`config.mk`:
```
export PLATFORM = sky130hd
export DESIGN_NAME = uart_cmd_top
export DESIGN_NICKNAME = d
export VERILOG_FILES = /design/src/design/uart_cmd_pkg.sv /design/src/design/uart_frame_if.sv /design/src/design/uart_cmd_top.sv /design/src/design/uart_cmd_ctrl.sv /design/src/design/uart_rx_frame.sv /design/src/design/uart_tx_frame.sv
export SDC_FILE = /design/constraint.sdc
export NUM_CORES = 1
export LEC_CHECK = 0
export BUFFER_PORTS_ARGS = -buffer_cell sky130_fd_sc_hd__buf_2
export CORE_ASPECT_RATIO = 1.4
export CORE_MARGIN = 5
export CORE_UTILIZATION = 30
export DETAILED_ROUTE_END_ITERATION = 6
export SYNTH_ARGS = -nofsm -noshare
export SYNTH_HDL_FRONTEND = slang
export SYNTH_HIERARCHICAL = 1
export SYNTH_SLANG_ARGS = --single-unit
```
`constraint.sdc`:
```
create_clock -name clk -period 5.6 [get_ports clk]
set_input_delay 0.56 -clock clk [delete_from_list [all_inputs] [get_ports clk]]
set_output_delay 0.56 -clock clk [all_outputs]
set_load 0.005 [all_outputs]
```
`src/design/uart_cmd_pkg.sv`:
```
`default_nettype none

package uart_cmd_pkg;

  // Serial timing, all in clock cycles.
  localparam int BIT_CYCLES          = 16;  // 434 for 115200 baud at 50 MHz.
  localparam int HALF_BIT_CYCLES     = BIT_CYCLES / 2;
  localparam int GAP_CYCLES          = 15 * BIT_CYCLES;
  localparam int RESP_TIMEOUT_CYCLES = 64 * BIT_CYCLES;

  // Start, eight data bits, parity, stop.
  localparam int FRAME_BITS = 11;

  localparam int BIT_CNT_W = $clog2(BIT_CYCLES);
  localparam int TMR_W     = $clog2(RESP_TIMEOUT_CYCLES);

  typedef struct packed {
    logic       is_write;
    logic [6:0] addr;
    logic [7:0] wdata;
  } cmd_fields_s;

  // Same word seen as fields or as the two bytes put on the line.
  // bytes[1] goes out first.
  typedef union packed {
    cmd_fields_s     fields;
    logic [1:0][7:0] bytes;
  } cmd_word_u;

  typedef enum logic [2:0] {
    IDLE,
    DECODE,
    WR_ADDR,
    WR_GAP,
    WR_DATA,
    RD_ADDR,
    RD_WAIT,
    RD_DONE
  } ctrl_state_e;

endpackage

`default_nettype wire
```
`src/design/uart_frame_if.sv`:
```
`default_nettype none

// Controller to transmitter.
interface uart_tx_if;
  logic       start;  // One-cycle request, data sampled here.
  logic [7:0] data;
  logic       busy;
  logic       done;   // Last cycle of the stop bit.

  modport ctrl (
    output start,
    output data,
    input  busy,
    input  done
  );

  modport framer (
    input  start,
    input  data,
    output busy,
    output done
  );
endinterface

// Controller to receiver.
interface uart_rx_if;
  logic       enable;     // Hunt for a start bit while high.
  logic [7:0] data;
  logic       valid;
  logic       frame_err;  // Bad parity or stop bit.

  modport ctrl (
    output enable,
    input  data,
    input  valid,
    input  frame_err
  );

  modport framer (
    input  enable,
    output data,
    output valid,
    output frame_err
  );
endinterface

`default_nettype wire

```
`src/design/uart_cmd_top.sv`:
```
`default_nettype none

module uart_cmd_top (
  input  logic        clk,
  input  logic        rst_n,
  input  logic [15:0] cmd_in,
  input  logic        cmd_vld,
  output logic        cmd_rdy,
  input  logic        rx,
  output logic        tx,
  output logic [7:0]  read_data,
  output logic        read_rdy,
  output logic        read_err,
  output logic        read_timeout
);

  uart_tx_if tx_link ();
  uart_rx_if rx_link ();

  // Command word is decoded by the controller.
  uart_cmd_ctrl u_uart_cmd_ctrl (
    .clk          (clk),
    .rst_n        (rst_n),
    .cmd_in       (cmd_in),
    .cmd_vld      (cmd_vld),
    .cmd_rdy      (cmd_rdy),
    .tx_link      (tx_link.ctrl),
    .rx_link      (rx_link.ctrl),
    .read_data    (read_data),
    .read_rdy     (read_rdy),
    .read_err     (read_err),
    .read_timeout (read_timeout)
  );

  uart_tx_frame u_uart_tx_frame (
    .clk     (clk),
    .rst_n   (rst_n),
    .tx_link (tx_link.framer),
    .tx      (tx)
  );

  uart_rx_frame u_uart_rx_frame (
    .clk     (clk),
    .rst_n   (rst_n),
    .rx      (rx),
    .rx_link (rx_link.framer)
  );

endmodule

`default_nettype wire

```
`src/design/uart_cmd_ctrl.sv`:
```
`default_nettype none

module uart_cmd_ctrl (
  input  logic                    clk,
  input  logic                    rst_n,
  input  uart_cmd_pkg::cmd_word_u cmd_in,
  input  logic                    cmd_vld,
  output logic                    cmd_rdy,
  uart_tx_if.ctrl                 tx_link,
  uart_rx_if.ctrl                 rx_link,
  output logic [7:0]              read_data,
  output logic                    read_rdy,
  output logic                    read_err,
  output logic                    read_timeout
);
  import uart_cmd_pkg::*;

  ctrl_state_e      state;
  cmd_word_u        cmd_buf;
  logic [TMR_W-1:0] tmr;
  logic             accept;

  assign accept = (state == IDLE) && cmd_vld && cmd_rdy;

  always_ff @(posedge clk)
  begin
    if (accept)
    begin
      cmd_buf <= cmd_in;
    end

    if (state == DECODE)
    begin
      tx_link.data <= cmd_buf.bytes[1];  // Write flag and address.
    end
    else if (state == WR_GAP)
    begin
      tx_link.data <= cmd_buf.bytes[0];
    end
  end

  always_ff @(posedge clk or negedge rst_n)
  begin
    if (!rst_n)
    begin
      state          <= IDLE;
      cmd_rdy        <= 1'b1;
      tx_link.start  <= 1'b0;
      rx_link.enable <= 1'b0;
      tmr            <= '0;
      read_data      <= '0;
      read_rdy       <= 1'b0;
      read_err       <= 1'b0;
      read_timeout   <= 1'b0;
    end
    else
    begin
      tx_link.start <= 1'b0;
      read_rdy      <= 1'b0;
      read_err      <= 1'b0;
      read_timeout  <= 1'b0;

      case (state)
        IDLE:
        begin
          if (accept)
          begin
            cmd_rdy <= 1'b0;
            state   <= DECODE;
          end
        end
        DECODE:
        begin
          if (!tx_link.busy)
          begin
            tx_link.start <= 1'b1;
            state <= cmd_buf.fields.is_write ? WR_ADDR : RD_ADDR;
          end
        end
        WR_ADDR:
        begin
          if (tx_link.done)
          begin
            tmr   <= '0;
            state <= WR_GAP;
          end
        end
        WR_GAP:
        begin
          // tx drops two cycles after start, so the line idles GAP_CYCLES.
          if ((tmr == TMR_W'(GAP_CYCLES - 3)) && !tx_link.busy)
          begin
            tx_link.start <= 1'b1;
            state         <= WR_DATA;
          end
          else
          begin
            tmr <= tmr + 1'b1;
          end
        end
        WR_DATA:
        begin
          if (tx_link.done)
          begin
            cmd_rdy <= 1'b1;
            state   <= IDLE;
          end
        end
        RD_ADDR:
        begin
          if (tx_link.done)
          begin
            rx_link.enable <= 1'b1;
            tmr            <= '0;
            state          <= RD_WAIT;
          end
        end
        RD_WAIT:
        begin
          if (rx_link.valid)
          begin
            read_data      <= rx_link.data;
            read_rdy       <= 1'b1;
            rx_link.enable <= 1'b0;
            state          <= RD_DONE;
          end
          else if (rx_link.frame_err)
          begin
            read_err       <= 1'b1;
            rx_link.enable <= 1'b0;
            state          <= RD_DONE;
          end
          else if (tmr == TMR_W'(RESP_TIMEOUT_CYCLES - 2))  // Lands on the full window.
          begin
            read_timeout   <= 1'b1;
            rx_link.enable <= 1'b0;
            state          <= RD_DONE;
          end
          else
          begin
            tmr <= tmr + 1'b1;
          end
        end
        RD_DONE:
        begin
          cmd_rdy <= 1'b1;  // One cycle after the status pulse.
          state   <= IDLE;
        end
        default:
        begin
          state <= IDLE;
        end
      endcase
    end
  end

endmodule

`default_nettype wire

```
`src/design/uart_rx_frame.sv`:
```
`default_nettype none

module uart_rx_frame (
  input  logic       clk,
  input  logic       rst_n,
  input  logic       rx,
  uart_rx_if.framer  rx_link
);
  import uart_cmd_pkg::*;

  logic                 rx_s1;
  logic                 rx_s2;
  logic                 rx_d;
  logic                 active;
  logic [BIT_CNT_W-1:0] bit_cnt;
  logic [3:0]           bit_idx;  // 0 start, 1..8 data, 9 parity, 10 stop.
  logic [7:0]           shreg;
  logic                 par_bit;
  logic                 half_tick;
  logic                 full_tick;
  logic                 frame_ok;

  assign half_tick = (bit_cnt == BIT_CNT_W'(HALF_BIT_CYCLES - 1));
  assign full_tick = (bit_cnt == BIT_CNT_W'(BIT_CYCLES - 1));

  // rx_s2 holds the stop bit when this is used.
  assign frame_ok = rx_s2 && ((^shreg) == par_bit);

  assign rx_link.data = shreg;  // Stable from the stop bit to the next frame.

  // Data bits arrive LSB first.
  always_ff @(posedge clk)
  begin
    if (active && (bit_idx != 4'd0) && full_tick)
    begin
      if (bit_idx <= 4'd8)
      begin
        shreg <= {rx_s2, shreg[7:1]};
      end
      else if (bit_idx == 4'd9)
      begin
        par_bit <= rx_s2;
      end
    end
  end

  always_ff @(posedge clk or negedge rst_n)
  begin
    if (!rst_n)
    begin
      rx_s1             <= 1'b1;
      rx_s2             <= 1'b1;
      rx_d              <= 1'b1;
      active            <= 1'b0;
      bit_cnt           <= '0;
      bit_idx           <= '0;
      rx_link.valid     <= 1'b0;
      rx_link.frame_err <= 1'b0;
    end
    else
    begin
      rx_s1             <= rx;
      rx_s2             <= rx_s1;
      rx_d              <= rx_s2;
      rx_link.valid     <= 1'b0;
      rx_link.frame_err <= 1'b0;

      if (!active)
      begin
        if (rx_link.enable && rx_d && !rx_s2)  // Falling edge.
        begin
          active  <= 1'b1;
          bit_cnt <= '0;
          bit_idx <= '0;
        end
      end
      else if (bit_idx == 4'd0)
      begin
        if (half_tick)
        begin
          bit_cnt <= '0;
          if (rx_s2)
          begin
            active <= 1'b0;  // Glitch, back to hunting.
          end
          else
          begin
            bit_idx <= 4'd1;
          end
        end
        else
        begin
          bit_cnt <= bit_cnt + 1'b1;
        end
      end
      else if (full_tick)
      begin
        bit_cnt <= '0;
        bit_idx <= bit_idx + 4'd1;
        if (bit_idx == 4'(FRAME_BITS - 1))
        begin
          active            <= 1'b0;
          rx_link.valid     <= frame_ok;
          rx_link.frame_err <= !frame_ok;
        end
      end
      else
      begin
        bit_cnt <= bit_cnt + 1'b1;
      end
    end
  end

endmodule

`default_nettype wire

```
`src/design/uart_tx_frame.sv`:
```
`default_nettype none

module uart_tx_frame (
  input  logic       clk,
  input  logic       rst_n,
  uart_tx_if.framer  tx_link,
  output logic       tx
);
  import uart_cmd_pkg::*;

  logic [FRAME_BITS-1:0] frame;
  logic [BIT_CNT_W-1:0]  bit_cnt;
  logic [3:0]            bit_idx;
  logic                  load;
  logic                  last_tick;

  assign load      = tx_link.start && !tx_link.busy;
  assign last_tick = (bit_cnt == BIT_CNT_W'(BIT_CYCLES - 1));

  // Frame is shifted out from bit 0: start, data LSB first, parity, stop.
  always_ff @(posedge clk)
  begin
    if (load)
    begin
      frame <= {1'b1, ^tx_link.data, tx_link.data, 1'b0};  // Even parity.
    end
  end

  always_ff @(posedge clk or negedge rst_n)
  begin
    if (!rst_n)
    begin
      tx_link.busy <= 1'b0;
      tx_link.done <= 1'b0;
      bit_cnt      <= '0;
      bit_idx      <= '0;
      tx           <= 1'b1;
    end
    else
    begin
      tx_link.done <= 1'b0;

      // Line follows the bit index one cycle late.
      tx <= tx_link.busy ? frame[bit_idx] : 1'b1;

      if (load)
      begin
        tx_link.busy <= 1'b1;
        bit_cnt      <= '0;
        bit_idx      <= '0;
      end
      else if (tx_link.busy)
      begin
        if (last_tick)
        begin
          bit_cnt <= '0;
          if (bit_idx == 4'(FRAME_BITS - 1))
          begin
            // tx still shows the stop bit for one more cycle.
            tx_link.busy <= 1'b0;
            tx_link.done <= 1'b1;
          end
          else
          begin
            bit_idx <= bit_idx + 4'd1;
          end
        end
        else
        begin
          bit_cnt <= bit_cnt + 1'b1;
        end
      end
    end
  end

endmodule

`default_nettype wire

```
==> out/metrics.csv <==
metric,value,unit
io_pins,33,
nets,428,
synth_ff_type,dfrtp_1,
endpoint_kind,flop,
die-area,17430,um2
cts_buffers,9,
area_delta_synth_final,15.05,%
internal-power,1163,uW
post-route-util,35.34,%
hold_viol,0,
grt_overflow,0,
clkPwrFrac,48.6,%
num_vias,2900,
grtUsageTotal,10.12,%
ys_seq_elements,94,
met1_usage,12.17,%
synthesis.nets,398,
n_fill_cell,1405,
hpwl,5.678,mm
drc,0,
viasPerCell,4.907,
setup_viol,0,
ctsHoldBuffers,0,
path_clk_slew,60,ps
row_count,52,
fmax,379.4,MHz
routed_wl,8.200,mm
dr.pass1.iters,4,
cts.sinks,94,
antenna_found_initial,0,
slew_headroom,31.02,%
core,14510,um2
fin_crit_sh,47.06,%
netlist_area,4457,um2
period_minus_slack,2635,ps
met2_usage,16.92,%
combPwrFrac,1.1,%
clk_latency,340,ps
busiest_layer,met2,
yosysSeqAreaShare,57.64,%
netlist-cell-type-count,67,
start_kind,flop,
syn_avg_cell_area,12.14,um2
grt_first_pass_wirelength,14.23,mm
wl_per_cell,13.87,um
die_y,154.2,um
fin_area,5127,um2
peakVddDrop,0.1497,mV
tns,0,ps
final_cell_mix,"47 x dfrtp_1, 42 x edfxtp_1, 32 x buf_2",
root_buffer,clkbuf_16,
place_area,4783,um2
min_path_type,in -> reg,
use_met3,2.580,%
cts_tree,built,
clockBufferDepth,2,
outcome,finished clean,
layout-drive-gt1-share,19.90,%
p_leak,0.002126,uW
async_flop_share,55.32,%
yosysWarnings,6,
worstPathArrival,2850,ps
cts_setup_buffers,0,
rsz0062_at_grt,false,
cts_resized,0,
grt_pass1_vias,3019,
die_width,113.0,um
place_congestion,0.7762,
grt_max_degree,53,
synthCells,367,
worst_ep_required_time,5810,ps
multi_input_area,1743,um2
drv_slew,0,
synth-edff-count,42,
htreeDepth,3,
worstMarginPinSlew,1033,ps
numPortBuffers,32,
worst_hold_slack,313.6,ps
num_antenna_cells,0,
register_area,2569,um2
clock_skew,5.026,ps
ant_nets,0,
pwr-share-seq,50.3,%
cp_max_fo,19,
p_sw,271.4,uW
start_util,30.72,%
drt-initial-drc-count,152,
final_common_cell,dfrtp_1,
p_per_area,279.8,nW/um2
maxCapViolCount,0,
switching_share,18.91,%
worst-setup-path-type,reg -> reg,
[synthesized netlist by cell type, types with 6 or more instances]
| cell type | n | area [um2] |
|---|---|---|
| xnor2_1 | 10 | 87.58 |
| a21oi_1 | 9 | 45.04 |
| nand3_1 | 12 | 60.06 |
| nand2b_1 | 7 | 43.79 |
| dfrtp_1 | 47 | 1176 |
| edfxtp_1 | 42 | 1261 |
| ha_1 | 11 | 137.6 |
| nor2b_1 | 6 | 37.54 |
| mux2_1 | 6 | 67.56 |
| clkbuf_1 | 7 | 26.28 |
| nand2_1 | 30 | 112.6 |
| o31ai_1 | 13 | 97.59 |
| nor2_1 | 26 | 97.59 |
| nor3_1 | 6 | 30.03 |
| mux2_2 | 10 | 112.6 |
| inv_1 | 14 | 52.55 |
| o21ai_0 | 16 | 80.08 |
[through the flow]
stage | instances | setup slack (ps) | total power [uW]
detailed placement | 575 | 2970 | 751.7
finish | 591 | 2965 | 1435
global placement | 575 | 3089 | 751.0
CTS | 591 | 2959 | 1459
floorplan | 367 | 2793 | 736.1
global route | 591 | 2708 | 1492
[logic make-up (layout without fill, tap and decap cells)]
kind of cell               after synthesis  count (layout)  share of synthesized area [%]
buffers and inverters                   30              65                          3.397
and+or+nand+nor                        115             115                          13.42
muxes                                   21              21                          5.446
adders and majority gates               11              11                          3.088
DFF                                     94              94                          57.64
xor gates and xnor gates                16              16                          3.790
AOI/OAI and AO/OA                       80              80                          13.22
[flip-flops by register name, indices dropped and copies added, names as in the netlist, 3 cells and up]
register / cells
u_uart_cmd_ctrl/read_data: 8
u_uart_tx_frame/bit_cnt: 4
u_uart_cmd_ctrl/tx_link.data: 8
u_uart_cmd_ctrl/cmd_buf: 16
u_uart_rx_frame/bit_idx: 4
u_uart_tx_frame/frame: 9
u_uart_cmd_ctrl/tmr: 10
u_uart_cmd_ctrl/state: 3
u_uart_rx_frame/bit_cnt: 4
u_uart_tx_frame/bit_idx: 4
u_uart_rx_frame/rx_link.data: 8
[per-layer routing]
metal / vias up / part of all wire [%]
li1: 1412 / -
met1: 1435 / 44
met2: 47 / 52
met3: 6 / 2.8
met4: 0 / 1.5
met5: - / 0
[power by group through the flow]
| stage | combinational [uW] | clock, uW | sequential [uW] |
|---|---|---|---|
| finish | 15.6 | 698 | 721 |
| global route | 18.7 | 752 | 721 |
| CTS | 16.7 | 721 | 721 |
| detailed placement | 16.6 | 0 | 735 |
| global placement | 16.0 | 0 | 735 |
| floorplan | 1.29 | 0 | 735 |
[critical path, cell delays in order, from the launching register on]
cell	delay, ps
dfrtp_1	720
nand2b_1	200
or4_1	580
a21oi_2	460
or3_1	410
o21ai_1	130
[final timing paths]
kind / cells after the start / end / from / slack (ps)
max: 5 / u_uart_cmd_ctrl/tmr[2] / u_uart_cmd_ctrl/state[0] / 2960
min: 1 / u_uart_rx_frame/rx_s1 / rx / 310
max reg2reg: 5 / u_uart_cmd_ctrl/tmr[2] / u_uart_cmd_ctrl/state[0] / 2960
min reg2reg: 0 / u_uart_rx_frame/rx_s2 / u_uart_rx_frame/rx_s1 / 360
max in group asynchronous: 2 / u_uart_cmd_ctrl/read_data[4] / rst_n / 4810
min in group asynchronous: 2 / u_uart_cmd_ctrl/read_data[6] / rst_n / 340
[cell type report]
class                           count  share of cell area [%]
Clock inverter                      7                   2.318
Timing Repair Buffer               35                   3.563
Inverter                           14                   1.025
Sequential cell                    94                   50.10
Multi-Input combinational cell    243                   33.99
Tap cell                          189                   4.612
Clock buffer                        9                   4.392
No activity file was read; power rests on OpenSTA's default activity.
